==> src/verilog/mbx_pkg.sv <==
package mbx_pkg;

    // Bus and memory widths
    typedef logic [7:0]  wb_addr_t;
    typedef logic [31:0] wb_data_t;
    typedef logic [5:0]  sram_addr_t;
    typedef logic [6:0]  dlen_t;
    typedef logic [4:0]  status_t;

    // Register map, word addresses
    localparam wb_addr_t REG_FUSE_BASE    = 8'h00;
    localparam wb_addr_t REG_FUSE_DONE    = 8'h10;
    localparam wb_addr_t REG_STATUS       = 8'h11;
    localparam wb_addr_t REG_MBOX_LOCK    = 8'h12;
    localparam wb_addr_t REG_MBOX_DLEN    = 8'h13;
    localparam wb_addr_t REG_MBOX_DATAIN  = 8'h14;
    localparam wb_addr_t REG_MBOX_DATAOUT = 8'h15;
    localparam wb_addr_t REG_MBOX_EXECUTE = 8'h16;
    localparam wb_addr_t REG_ERROR        = 8'h17;

    // STATUS bit positions
    localparam int STAT_RDY_FUSES = 0;
    localparam int STAT_RDY_MB    = 1;
    localparam int STAT_LOCK      = 2;
    localparam int STAT_AVAIL     = 3;
    localparam int STAT_ERR       = 4;

    // Boot sequencer states
    typedef enum logic [2:0] {
        BOOT_IDLE,
        BOOT_FUSES,
        BOOT_HOLD,
        BOOT_INIT,
        BOOT_READY
    } boot_state_t;

endpackage

==> src/verilog/mbx_wb_slave.sv <==
`timescale 1ns/1ps

module mbx_wb_slave #(
    parameter int NUM_FUSE_WORDS = 8
) (
    input  logic              clk,
    input  logic              reset,
    input  logic              wb_cyc,
    input  logic              wb_stb,
    input  logic              wb_we,
    input  mbx_pkg::wb_addr_t wb_adr,
    input  mbx_pkg::wb_data_t wb_dat_w,
    output mbx_pkg::wb_data_t wb_dat_r,
    output logic              wb_ack,
    output logic              fuse_wr,
    output logic              fuse_rd,
    output logic              done_wr,
    output logic              mbox_lock_rd,
    output logic              mbox_dlen_wr,
    output logic              mbox_din_wr,
    output logic              mbox_dout_rd,
    output logic              mbox_exec_wr,
    output logic              err_clr,
    output mbx_pkg::wb_addr_t reg_offset,
    output mbx_pkg::wb_data_t reg_wdata,
    input  mbx_pkg::wb_data_t fuse_rdata,
    input  mbx_pkg::wb_data_t mbox_rdata,
    input  logic              mbox_rdata_valid,
    input  mbx_pkg::status_t  status_bits
);

    logic              accept;
    logic              is_fuse;
    logic              dout_wait;
    mbx_pkg::wb_data_t rd_mux;

    // One access in flight, no new accept during ack or a DATAOUT wait
    assign accept  = wb_cyc && wb_stb && !wb_ack && !dout_wait;

    assign reg_offset = wb_adr - mbx_pkg::REG_FUSE_BASE;
    assign reg_wdata  = wb_dat_w;
    assign is_fuse    = reg_offset < mbx_pkg::wb_addr_t'(NUM_FUSE_WORDS);

    assign fuse_wr      = accept && wb_we && is_fuse;
    assign fuse_rd      = accept && !wb_we && is_fuse;
    assign done_wr      = accept && wb_we && (wb_adr == mbx_pkg::REG_FUSE_DONE);
    assign mbox_lock_rd = accept && !wb_we && (wb_adr == mbx_pkg::REG_MBOX_LOCK);
    assign mbox_dlen_wr = accept && wb_we && (wb_adr == mbx_pkg::REG_MBOX_DLEN);
    assign mbox_din_wr  = accept && wb_we && (wb_adr == mbx_pkg::REG_MBOX_DATAIN);
    assign mbox_dout_rd = accept && !wb_we && (wb_adr == mbx_pkg::REG_MBOX_DATAOUT);
    assign mbox_exec_wr = accept && wb_we && (wb_adr == mbx_pkg::REG_MBOX_EXECUTE);
    assign err_clr      = accept && wb_we && (wb_adr == mbx_pkg::REG_ERROR);

    // Single-cycle read sources, write-only and unmapped words read zero
    always_comb
    begin
        rd_mux = '0;
        if (is_fuse)
        begin
            rd_mux = fuse_rdata;
        end
        else
        begin
            case (wb_adr)
                mbx_pkg::REG_STATUS:    rd_mux = mbx_pkg::wb_data_t'(status_bits);
                mbx_pkg::REG_MBOX_LOCK: rd_mux = mbox_rdata;
                mbx_pkg::REG_ERROR:     rd_mux = mbx_pkg::wb_data_t'(status_bits[mbx_pkg::STAT_ERR]);
                default:                rd_mux = '0;
            endcase
        end
    end

    always_ff @(posedge clk)
    begin
        if (reset)
        begin
            wb_ack    <= 1'b0;
            wb_dat_r  <= '0;
            dout_wait <= 1'b0;
        end
        else
        begin
            wb_ack <= 1'b0;
            if (mbox_dout_rd)
            begin
                dout_wait <= 1'b1;
            end
            else if (accept)
            begin
                wb_ack   <= 1'b1;
                wb_dat_r <= wb_we ? '0 : rd_mux;
            end
            // SRAM word arrives one cycle after the DATAOUT strobe
            if (dout_wait && mbox_rdata_valid)
            begin
                wb_ack    <= 1'b1;
                wb_dat_r  <= mbox_rdata;
                dout_wait <= 1'b0;
            end
        end
    end

endmodule

==> src/verilog/mbx_fuse_bank.sv <==
`timescale 1ns/1ps

module mbx_fuse_bank #(
    parameter int NUM_FUSE_WORDS = 8
) (
    input  logic              clk,
    input  logic              reset,
    input  logic              fuse_wr,
    input  logic              fuse_rd,
    input  logic              done_wr,
    input  mbx_pkg::wb_addr_t reg_offset,
    input  mbx_pkg::wb_data_t reg_wdata,
    output mbx_pkg::wb_data_t fuse_rdata,
    output logic              fuses_locked,
    output logic              fuse_err
);

    localparam int IDX_W = (NUM_FUSE_WORDS > 1) ? $clog2(NUM_FUSE_WORDS) : 1;

    mbx_pkg::wb_data_t fuse_q [NUM_FUSE_WORDS];
    logic [IDX_W-1:0]  idx;

    // Slave only strobes offsets inside the bank
    assign idx = reg_offset[IDX_W-1:0];

    assign fuse_rdata = fuse_rd ? fuse_q[idx] : '0;

    always_ff @(posedge clk)
    begin
        if (reset)
        begin
            for (int i = 0; i < NUM_FUSE_WORDS; i++)
            begin
                fuse_q[i] <= '0;
            end
        end
        else if (fuse_wr && !fuses_locked)
        begin
            fuse_q[idx] <= reg_wdata;
        end
    end

    // Lock is sticky until reset
    always_ff @(posedge clk)
    begin
        if (reset)
        begin
            fuses_locked <= 1'b0;
            fuse_err     <= 1'b0;
        end
        else
        begin
            if (done_wr && reg_wdata[0])
            begin
                fuses_locked <= 1'b1;
            end
            // Late write is dropped and flagged for one cycle
            fuse_err <= fuse_wr && fuses_locked;
        end
    end

endmodule

==> src/verilog/mbx_boot_fsm.sv <==
`timescale 1ns/1ps

module mbx_boot_fsm #(
    parameter int BOOT_CYCLES = 20
) (
    input  logic clk,
    input  logic reset,
    input  logic fuses_locked,
    input  logic boot_brkpoint,
    output logic ready_for_fuses,
    output logic ready_for_mb_processing
);

    localparam int CNT_W = $clog2(BOOT_CYCLES + 1);

    mbx_pkg::boot_state_t state;
    mbx_pkg::boot_state_t state_next;
    logic [CNT_W-1:0]     cnt;

    always_comb
    begin
        state_next = state;
        case (state)
            mbx_pkg::BOOT_IDLE:
                state_next = mbx_pkg::BOOT_FUSES;
            mbx_pkg::BOOT_FUSES:
            begin
                // Hold only entered while the breakpoint strap is set
                if (fuses_locked)
                begin
                    state_next = boot_brkpoint ? mbx_pkg::BOOT_HOLD : mbx_pkg::BOOT_INIT;
                end
            end
            mbx_pkg::BOOT_HOLD:
            begin
                if (!boot_brkpoint)
                begin
                    state_next = mbx_pkg::BOOT_INIT;
                end
            end
            mbx_pkg::BOOT_INIT:
            begin
                if (cnt == CNT_W'(BOOT_CYCLES - 1))
                begin
                    state_next = mbx_pkg::BOOT_READY;
                end
            end
            default:
                state_next = mbx_pkg::BOOT_READY;
        endcase
    end

    always_ff @(posedge clk)
    begin
        if (reset)
        begin
            state <= mbx_pkg::BOOT_IDLE;
            cnt   <= '0;
        end
        else
        begin
            state <= state_next;
            cnt   <= (state == mbx_pkg::BOOT_INIT) ? cnt + 1'b1 : '0;
        end
    end

    // Moore outputs, mutually exclusive by state
    assign ready_for_fuses         = (state == mbx_pkg::BOOT_FUSES);
    assign ready_for_mb_processing = (state == mbx_pkg::BOOT_READY);

endmodule

==> src/verilog/mbx_mailbox.sv <==
`timescale 1ns/1ps

module mbx_mailbox (
    input  logic                clk,
    input  logic                reset,
    input  logic                mb_ready,
    input  logic                mbox_lock_rd,
    input  logic                mbox_dlen_wr,
    input  logic                mbox_din_wr,
    input  logic                mbox_dout_rd,
    input  logic                mbox_exec_wr,
    input  logic                err_clr,
    input  mbx_pkg::wb_data_t   reg_wdata,
    input  logic                fuse_err,
    output mbx_pkg::wb_data_t   mbox_rdata,
    output logic                mbox_rdata_valid,
    output logic                lock_held,
    output logic                mailbox_data_avail,
    output logic                error_non_fatal,
    output logic                mbox_sram_cs,
    output logic                mbox_sram_we,
    output mbx_pkg::sram_addr_t mbox_sram_addr,
    output mbx_pkg::wb_data_t   mbox_sram_wdata,
    input  mbx_pkg::wb_data_t   mbox_sram_rdata
);

    mbx_pkg::sram_addr_t wr_ptr;
    mbx_pkg::dlen_t      rd_ptr;
    mbx_pkg::dlen_t      dlen;
    logic                lock_busy;
    logic                din_ok;
    logic                dout_hit;
    logic                dout_hit_q;
    logic                exec_clear;

    // Lock read returns 1 when busy or the boot flow is not done
    assign lock_busy  = lock_held || !mb_ready;
    assign din_ok     = mbox_din_wr && lock_held;
    assign dout_hit   = mbox_dout_rd && (rd_ptr < dlen);
    assign exec_clear = mbox_exec_wr && !reg_wdata[0];

    // SRAM request is issued in the strobe cycle
    assign mbox_sram_cs    = din_ok || dout_hit;
    assign mbox_sram_we    = din_ok;
    assign mbox_sram_addr  = din_ok ? wr_ptr : mbx_pkg::sram_addr_t'(rd_ptr);
    assign mbox_sram_wdata = reg_wdata;

    // Past DLEN the word reads as zero
    assign mbox_rdata = mbox_rdata_valid ? (dout_hit_q ? mbox_sram_rdata : '0)
                                         : mbx_pkg::wb_data_t'(lock_busy);

    always_ff @(posedge clk)
    begin
        if (reset)
        begin
            lock_held          <= 1'b0;
            mailbox_data_avail <= 1'b0;
            wr_ptr             <= '0;
            rd_ptr             <= '0;
            dlen               <= '0;
        end
        else
        begin
            if (mbox_lock_rd && !lock_busy)
            begin
                lock_held <= 1'b1;
            end
            if (mbox_dlen_wr && lock_held)
            begin
                dlen <= mbx_pkg::dlen_t'(reg_wdata);
            end
            if (din_ok)
            begin
                wr_ptr <= wr_ptr + 1'b1;
            end
            if (dout_hit)
            begin
                rd_ptr <= rd_ptr + 1'b1;
            end
            if (mbox_exec_wr && reg_wdata[0])
            begin
                mailbox_data_avail <= 1'b1;
            end
            // Execute cleared ends the transfer and frees the mailbox
            if (exec_clear)
            begin
                mailbox_data_avail <= 1'b0;
                lock_held          <= 1'b0;
                wr_ptr             <= '0;
                rd_ptr             <= '0;
            end
        end
    end

    always_ff @(posedge clk)
    begin
        if (reset)
        begin
            mbox_rdata_valid <= 1'b0;
            dout_hit_q       <= 1'b0;
            error_non_fatal  <= 1'b0;
        end
        else
        begin
            mbox_rdata_valid <= mbox_dout_rd;
            dout_hit_q       <= dout_hit;
            // New error events win over a clear in the same cycle
            if (fuse_err || (mbox_din_wr && !lock_held))
            begin
                error_non_fatal <= 1'b1;
            end
            else if (err_clr)
            begin
                error_non_fatal <= 1'b0;
            end
        end
    end

endmodule

==> src/verilog/mbx_top.sv <==
`timescale 1ns/1ps

module mbx_top #(
    parameter int NUM_FUSE_WORDS = 8,
    parameter int BOOT_CYCLES    = 20
) (
    input  logic                clk,
    input  logic                reset,
    input  logic                wb_cyc,
    input  logic                wb_stb,
    input  logic                wb_we,
    input  mbx_pkg::wb_addr_t   wb_adr,
    input  mbx_pkg::wb_data_t   wb_dat_w,
    output mbx_pkg::wb_data_t   wb_dat_r,
    output logic                wb_ack,
    input  logic                boot_brkpoint,
    output logic                ready_for_fuses,
    output logic                ready_for_mb_processing,
    output logic                mailbox_data_avail,
    output logic                error_non_fatal,
    output logic                mbox_sram_cs,
    output logic                mbox_sram_we,
    output mbx_pkg::sram_addr_t mbox_sram_addr,
    output mbx_pkg::wb_data_t   mbox_sram_wdata,
    input  mbx_pkg::wb_data_t   mbox_sram_rdata
);

    logic              fuse_wr;
    logic              fuse_rd;
    logic              done_wr;
    logic              mbox_lock_rd;
    logic              mbox_dlen_wr;
    logic              mbox_din_wr;
    logic              mbox_dout_rd;
    logic              mbox_exec_wr;
    logic              err_clr;
    mbx_pkg::wb_addr_t reg_offset;
    mbx_pkg::wb_data_t reg_wdata;
    mbx_pkg::wb_data_t fuse_rdata;
    mbx_pkg::wb_data_t mbox_rdata;
    logic              mbox_rdata_valid;
    logic              fuses_locked;
    logic              fuse_err;
    logic              lock_held;
    mbx_pkg::status_t  status_bits;

    assign status_bits[mbx_pkg::STAT_RDY_FUSES] = ready_for_fuses;
    assign status_bits[mbx_pkg::STAT_RDY_MB]    = ready_for_mb_processing;
    assign status_bits[mbx_pkg::STAT_LOCK]      = lock_held;
    assign status_bits[mbx_pkg::STAT_AVAIL]     = mailbox_data_avail;
    assign status_bits[mbx_pkg::STAT_ERR]       = error_non_fatal;

    mbx_wb_slave #(
        .NUM_FUSE_WORDS (NUM_FUSE_WORDS)
    ) i_wb_slave (
        .clk              (clk),
        .reset            (reset),
        .wb_cyc           (wb_cyc),
        .wb_stb           (wb_stb),
        .wb_we            (wb_we),
        .wb_adr           (wb_adr),
        .wb_dat_w         (wb_dat_w),
        .wb_dat_r         (wb_dat_r),
        .wb_ack           (wb_ack),
        .fuse_wr          (fuse_wr),
        .fuse_rd          (fuse_rd),
        .done_wr          (done_wr),
        .mbox_lock_rd     (mbox_lock_rd),
        .mbox_dlen_wr     (mbox_dlen_wr),
        .mbox_din_wr      (mbox_din_wr),
        .mbox_dout_rd     (mbox_dout_rd),
        .mbox_exec_wr     (mbox_exec_wr),
        .err_clr          (err_clr),
        .reg_offset       (reg_offset),
        .reg_wdata        (reg_wdata),
        .fuse_rdata       (fuse_rdata),
        .mbox_rdata       (mbox_rdata),
        .mbox_rdata_valid (mbox_rdata_valid),
        .status_bits      (status_bits)
    );

    mbx_fuse_bank #(
        .NUM_FUSE_WORDS (NUM_FUSE_WORDS)
    ) i_fuse_bank (
        .clk          (clk),
        .reset        (reset),
        .fuse_wr      (fuse_wr),
        .fuse_rd      (fuse_rd),
        .done_wr      (done_wr),
        .reg_offset   (reg_offset),
        .reg_wdata    (reg_wdata),
        .fuse_rdata   (fuse_rdata),
        .fuses_locked (fuses_locked),
        .fuse_err     (fuse_err)
    );

    mbx_boot_fsm #(
        .BOOT_CYCLES (BOOT_CYCLES)
    ) i_boot_fsm (
        .clk                     (clk),
        .reset                   (reset),
        .fuses_locked            (fuses_locked),
        .boot_brkpoint           (boot_brkpoint),
        .ready_for_fuses         (ready_for_fuses),
        .ready_for_mb_processing (ready_for_mb_processing)
    );

    // Mailbox opens to the SoC once boot is done
    mbx_mailbox i_mailbox (
        .clk                (clk),
        .reset              (reset),
        .mb_ready           (ready_for_mb_processing),
        .mbox_lock_rd       (mbox_lock_rd),
        .mbox_dlen_wr       (mbox_dlen_wr),
        .mbox_din_wr        (mbox_din_wr),
        .mbox_dout_rd       (mbox_dout_rd),
        .mbox_exec_wr       (mbox_exec_wr),
        .err_clr            (err_clr),
        .reg_wdata          (reg_wdata),
        .fuse_err           (fuse_err),
        .mbox_rdata         (mbox_rdata),
        .mbox_rdata_valid   (mbox_rdata_valid),
        .lock_held          (lock_held),
        .mailbox_data_avail (mailbox_data_avail),
        .error_non_fatal    (error_non_fatal),
        .mbox_sram_cs       (mbox_sram_cs),
        .mbox_sram_we       (mbox_sram_we),
        .mbox_sram_addr     (mbox_sram_addr),
        .mbox_sram_wdata    (mbox_sram_wdata),
        .mbox_sram_rdata    (mbox_sram_rdata)
    );

endmodule

==> config.mk <==
export PLATFORM = sky130hd
export DESIGN_NAME = mbx_top
export DESIGN_NICKNAME = d
export VERILOG_FILES = /design/src/verilog/mbx_pkg.sv /design/src/verilog/mbx_wb_slave.sv /design/src/verilog/mbx_fuse_bank.sv /design/src/verilog/mbx_boot_fsm.sv /design/src/verilog/mbx_mailbox.sv /design/src/verilog/mbx_top.sv
export SDC_FILE = /design/constraint.sdc
export NUM_CORES = 1
export LEC_CHECK = 0
export ABC_AREA = 0
export BUFFER_PORTS_ARGS = -buffer_cell sky130_fd_sc_hd__buf_4
export CAP_MARGIN = 20
export CORE_ASPECT_RATIO = 1.1
export CORE_MARGIN = 3
export CORE_UTILIZATION = 40
export CTS_CLUSTER_SIZE = 8
export DETAILED_ROUTE_END_ITERATION = 6
export SYNTH_ARGS = -nofsm -noshare
export SYNTH_HDL_FRONTEND = slang
export SYNTH_SLANG_ARGS = --single-unit
==> constraint.sdc <==
create_clock -name clk -period 5.7 [get_ports clk]
set_input_delay 0.285 -clock clk [delete_from_list [all_inputs] [get_ports clk]]
set_output_delay 0.285 -clock clk [all_outputs]
set_load 0.02 [all_outputs]
After elaboration in Yosys (flattened, before gate mapping)
Memories as Yosys holds them, arrays and structs flattened.
Index checks and enable logic that the tools add are counted.
{"block": "totals", "ram_bits": 256, "regBits": 69, "rom_bits": 0, "mem_count": 1, "latch_bits": 0}
{"block": "op_classes", "bitwise": 1, "add_sub_neg": 3, "div_mod_pow": 0, "n_reduce_logical": 45, "n_shift": 0, "n_eq_ne": 17, "n_mux": 28, "magnitude_cmp": 2, "n_mul": 0}
{"name": "i_fuse_bank.fuse_q", "depth": 8, "width": 32, "rd": 1, "rd_clocked_by_memory_dff": 0, "write_ports": 8, "line": "mbx_fuse_bank.sv:20", "source": "mbx_pkg::wb_data_t fuse_q [NUM_FUSE_WORDS];"}
{"operator": "2-to-1 mux 32 bit", "count": 9}
{"operator": "case mux 32 bit (3 select lines)", "count": 1}
{"operator": "== test 8 x 5 -> 1 bit (second input constant)", "count": 8}
{"operator": "OR reduction 32 bit", "count": 1}
{"operator": "logical AND 1 bit", "count": 25}
{"operator": "2-to-1 mux 1 bit", "count": 12}
{"operator": "2-to-1 mux 3 bit", "count": 4}
{"operator": "case mux 3 bit (4 select lines)", "count": 1}
{"operator": "logical NOT 1 bit", "count": 8}
{"operator": "< comparator 8 x 4 -> 1 bit (second input constant)", "count": 1}
{"operator": "adder 7 x 1 -> 7 bit (second input constant)", "count": 1}
{"operator": "< comparator 7 bit", "count": 1}
{"operator": "adder 6 x 1 -> 6 bit (second input constant)", "count": 1}
{"operator": "== test 3 x 2 -> 1 bit (second input constant)", "count": 2}
{"operator": "2-to-1 mux 6 bit", "count": 1}
{"operator": "OR reduction 2 bit", "count": 3}
{"operator": "adder 5 x 1 -> 5 bit (second input constant)", "count": 1}
{"operator": "== test 5 bit (second input constant)", "count": 1}
{"operator": "inequality test 2 x 1 -> 1 bit (second input constant)", "count": 2}
{"operator": "inequality test 2 bit (second input constant)", "count": 2}
{"operator": "nonzero test 2 bit", "count": 2}
{"operator": "== test 3 x 1 -> 1 bit (second input constant)", "count": 1}
{"operator": "== test 3 bit (second input constant)", "count": 1}
{"operator": "logical NOT 3 bit", "count": 1}
{"operator": "other kinds (4)", "count": 6}

Logic depth before layout (Yosys ltp)
{"block": "depth", "ltp_word": 11, "ltp_mapped": 8, "ltp_nobuf": 7}

By module
Synthesis repeated with hierarchy kept, for this count alone.
{"block": "hier_totals", "cells_unflattened": 1419, "area_unflattened_um2": 16335.7}
{"module": "mbx_fuse_bank", "cells_each": 905, "instances": 1, "area_per_inst_um2": 12087.8}
{"module": "mbx_wb_slave", "cells_each": 253, "instances": 1, "area_per_inst_um2": 2227.1}
{"module": "mbx_mailbox", "cells_each": 224, "instances": 1, "area_per_inst_um2": 1665.3}
{"module": "mbx_boot_fsm", "cells_each": 37, "instances": 1, "area_per_inst_um2": 355.3}

Worst setup path before layout
Ideal clock, no wire load.
{"block": "synth_timing", "path_kind": "input port to flip-flop", "startpoint": "input port wb_adr[3]", "endpoint": "memory i_fuse_bank.fuse_q[6][0] in the netlist's numbering, enable pin", "path_buffers": 1, "slack_ps": 1494, "stages": 5, "arrival_ps": 3741, "required_ps": 5234, "path_cell_list": "or4_1 > buf_2 > nor4_4 > nand3b_1 > o21ai_0"}
{"item": "start: declaration", "line": "mbx_top.sv:12", "source": "input mbx_pkg::wb_addr_t wb_adr,"}
{"item": "end: declaration", "line": "mbx_fuse_bank.sv:20"}

Final worst setup path
{"block": "layout_timing", "startpoint": "register i_wb_slave.dout_wait", "endpoint": "output port mbox_sram_cs"}
{"block": "layout_between", "elab_chain_cells": 6, "word_cells_on_any_way": 9, "classes_between": "9 x reduce/logical"}
{"item": "start: declaration", "line": "mbx_wb_slave.sv:34", "source": "logic dout_wait;"}
{"item": "start signal: assignment", "line": "mbx_wb_slave.sv:79", "source": "dout_wait <= 1'b0;"}
{"item": "start signal: assignment", "line": "mbx_wb_slave.sv:86", "source": "dout_wait <= 1'b1;"}
{"item": "start signal: assignment", "line": "mbx_wb_slave.sv:98", "source": "dout_wait <= 1'b0;"}
{"item": "logical NOT 1 bit (*)", "line": "mbx_wb_slave.sv:38", "source": "assign accept = wb_cyc && wb_stb && !wb_ack && !dout_wait;"}
{"item": "logical AND 1 bit (*)", "line": "mbx_wb_slave.sv:38"}
{"item": "logical AND 1 bit, on equally long branches (2 in series)", "line": "mbx_wb_slave.sv:49, mbx_wb_slave.sv:50"}
{"item": "logical AND 1 bit, on equally long branches", "line": "mbx_mailbox.sv:38, mbx_mailbox.sv:39"}
{"item": "logical OR 1 bit (*)", "line": "mbx_mailbox.sv:43", "source": "assign mbox_sram_cs = din_ok || dout_hit;"}
{"item": "end: declaration", "line": "mbx_top.sv:21", "source": "output logic mbox_sram_cs,"}
Every way passes the cells marked *; elsewhere a longest branch is shown, timed or not.

==> run_results.csv <==
group,metric,value,unit
status,outcome,"complete, no violations",
floorplanning,die_area,39700,sq um
sta,slew_violations,0,
sta,post-route-period-util,57.3,%
detailed_routing,drc,0,
cells_and_area,nNetsFinal,1308,
worst_setup_path,rrSetupSlack,2.45,ns
cts,cts_tree,"yes",
detailed_routing,routed_wl,37000,um
cts,cts_buffer_depth,3,
global_routing,grt_pass1_vias,9481,
sta,worst_pin_slew,1.06,ns
global_routing,grtUsageTotal,18.6,%
yosys,yosysWarnings,0,
worst_hold_path,worstHoldPathCells,3,
global_routing,antenna_found_initial,3,
cts,htreeDepth,2,
floorplanning,pin_count,155,
sta,hold_viol,0,
sta,tns,0,ns
cells_and_area,layout_common_cells,"and2_1 (258), edfxtp_1 (256), buf_4 (169)",
worst_setup_path,reg2reg_from,"i_wb_slave.dout_wait$_SDFFE_PP0P_",
detailed_routing,vias_per_cell,5.34,
worst_setup_path,reg2reg_to,"i_fuse_bank.fuse_q[4][13]$_SDFFCE_PN0P_",
sta,rsz0062_at_grt,"false",
global_routing,grt-ovfl-total,0,
worst_setup_path,worstSetupStartpointType,"flop",
worst_setup_path,rr_worst_depth,5,
global_routing,grt_max_degree,52,
global_routing,grt_pass1_wl,56800,um
power,p_clk_share,45.2,%
worst_setup_path,critPathArrivalTime,2.98,ns
cts,cts_made_buffers,46,
floorplanning,die_width,190,um
power,switchingPower,1.25,mW
floorplanning,chipHeight,209,um
cells_and_area,drive_gt1_share,27.6,%
flow_run,maxCapViolations,0,
yosys,synth_fp_nets,1188,
worst_hold_path,min_to,"i_wb_slave.wb_dat_r[20]$_SDFFE_PP0P_",
detailed_routing,dr.pass1.iters,6,
yosys,yosys.area.top_type,"edfxtp_1",
yosys,ys_seq_elements,325,
yosys,synthFlopType,"edfxtp_1",
cells_and_area,fillerInstances,3262,
cts,cts_resized,0,
power,pwr-share-comb,7.3,%
yosys,synth_top_area_share,51.4,%
cells_and_area,layout_commonest_cell,"and2_1",
worst_setup_path,crit_type,"reg2out",
cts,clkTransAtPathRegs,0.05,ns
sta,relSlewSlack,29.1,%
yosys,synth_area,14900,sq um
detailed_routing,vias,9305,
place,place_congestion,0.782,
yosys,syn-instance-count,1101,
sta,clock.fmax,0.306,GHz
power,p_total,5.60,mW
place,numPortBuffers,154,
detailed_routing,ant_nets,0,
yosys,seq_area_frac_synth,60.7,%
yosys,synthTopCellsByArea,"edfxtp_1 (51%), and2_1 (11%), mux4_2 (9.3%)",
yosys,syn_avg_cell_area,13.6,sq um
power,p_leak,6.69,nW
yosys,yosys.cell_types.count,58,
cts,root_buffer,"clkbuf_16",
power,ir_worst_vdd,215,uV
power,power.density,313,nW/um^2
power,p_sw_share,22.3,%
power,seqPwrFrac,47.4,%
cts,cts_sinks,325,
place,hpwlAfterDp,22300,um
yosys,synth_edf_count,256,
cells_and_area,areaGrowthSynthToFinish,19.7,%
sta,skew,0.0123,ns
yosys,postSynth.asyncResetShare,0,%
floorplanning,start_util,40.9,%
floorplanning,core,36500,sq um
sta,setup_viol,0,
worst_hold_path,min_path_type,"in2reg",
worst_hold_path,worstHoldStart,"mbox_sram_rdata[20]",
cts,worstSkewPairLatency,0.54,ns
power,p_int,4.35,mW
sta,period_needed,3.27,ns
worst_setup_path,worst-endpoint-required,5.41,ns
worst_setup_path,path_max_fanout,14,
worst_setup_path,endpoint_kind,"output port",
cells_and_area,diodes,0,
detailed_routing,post_drt_wl_per_cell,21.2,um
detailed_routing,dr.first_iter.drc_count,742,
floorplanning,rows,73,
-- synth_stat cells, drive strengths merged, types with 4 or more instances --
cell type  count
mux4          62
nor3          10
nand4          4
or3            6
mux2i         10
a221oi        28
nand2b         6
dfxtp         69
clkbuf        61
o21ai         44
nor2          69
mux2          38
and2         258
nand2         23
edfxtp       256
nor4           5
inv           14
nand3          9
a31oi          4
a21oi         19
buf           45
xnor2          5
ha             9
-- state kept, by name, summed over array words and instances, names as in the netlist, 3 cells and up --
name                 cells
i_boot_fsm.cnt           5
i_boot_fsm.state         3
i_fuse_bank.fuse_q     256
i_mailbox.dlen           7
i_mailbox.rd_ptr         7
i_mailbox.wr_ptr         6
i_wb_slave.wb_dat_r     32
-- cell families (layout without fill, tap and decap cells) --
| family | after synthesis | in the layout | share of synthesized area [%] |
|---|---|---|---|
| muxes | 110 | 110 | 12.9 |
| adders and majority gates | 9 | 9 | 0.753 |
| xor gates and xnor gates | 8 | 8 | 0.469 |
| buffers and inverters | 120 | 276 | 3.94 |
| DFF | 325 | 325 | 60.7 |
| and+or+nand+nor | 411 | 411 | 16.0 |
| AOI/OAI and AO/OA | 118 | 118 | 5.31 |
-- per-stage QoR --
stage               hold WS (ns)  std cells  utilization, %  area (sq um)  setup WS, ns
CTS                      0.00179       1742            48.9         17900          2.40
floorplan                  0.418       1101               -         14900          1.49
finish                    0.0145       1744            49.0         17900          2.43
detailed placement         0.456       1653            45.1         16500          2.33
global placement           0.430       1651            45.0         16400          2.28
global route              0.0105       1744            49.0         17900          2.18
-- power groups by stage --
stage,clock network (mW),logic [mW],registers (mW)
global route,2.68,0.441,2.66
global placement,0,0.407,2.70
CTS,2.58,0.415,2.66
detailed placement,0,0.411,2.70
floorplan,0,0.219,2.71
finish,2.53,0.409,2.66
-- worst max-delay path, stage by stage, from the launching register on --
cell       delay, ns
dfxtp_1         0.38
nand4bb_1       0.51
nor4b_1         0.64
o211ai_1        0.55
nand2_1         0.20
buf_4           0.16
-- routing by layer --
| metal | vias to the layer above | global-route usage [%] | share of wire, % |
|---|---|---|---|
| met3 | 44 | 2.67 | 5.5 |
| met2 | 301 | 31.7 | 50 |
| met5 | - | 0 | 0.054 |
| met4 | 2 | 4.28 | 1.3 |
| met1 | 4679 | 25.3 | 44 |
| li1 | 4279 | - | - |
-- layout make-up --
type | count | area [sq um] | area share (%)
repair buffers | 178 | 1400 | 7.83
multi-input cells | 656 | 5420 | 30.3
well taps | 487 | 609 | 3.41
clock inverters | 2 | 28.8 | 0.161
flip-flops and latches | 325 | 9070 | 50.7
inverters | 14 | 52.6 | 0.294
clock buffers | 82 | 1310 | 7.31
-- how the worst max path moves through the flow --
| stage | startpoint | end | slack, ns | cells past startpoint |
|---|---|---|---|---|
| final | i_wb_slave.dout_wait$_SDFFE_PP0P_ | mbox_sram_cs | 2.43 | 5 |
| after global routing | i_wb_slave.dout_wait$_SDFFE_PP0P_ | i_fuse_bank.fuse_q[7][30]$_SDFFCE_PN0P_ | 2.18 | 6 |
| after CTS | i_wb_slave.dout_wait$_SDFFE_PP0P_ | mbox_sram_cs | 2.40 | 5 |
| after detailed placement | wb_adr[3] | i_fuse_bank.fuse_q[4][12]$_SDFFCE_PN0P_ | 2.33 | 6 |
| after global placement | wb_adr[3] | i_fuse_bank.fuse_q[6][8]$_SDFFCE_PN0P_ | 2.28 | 6 |
| after floorplan | wb_adr[3] | i_fuse_bank.fuse_q[6][0]$_SDFFCE_PN0P_ | 1.49 | 5 |
-- timing repair --
| action | CTS | global route |
|---|---|---|
| buffers inserted | 0 | 0 |
| hold endpoints to repair | 5 | 0 |
| setup endpoints to repair | 0 | 0 |
| hold buffers | 5 | 0 |
No activity file was read; power rests on OpenSTA's default activity.
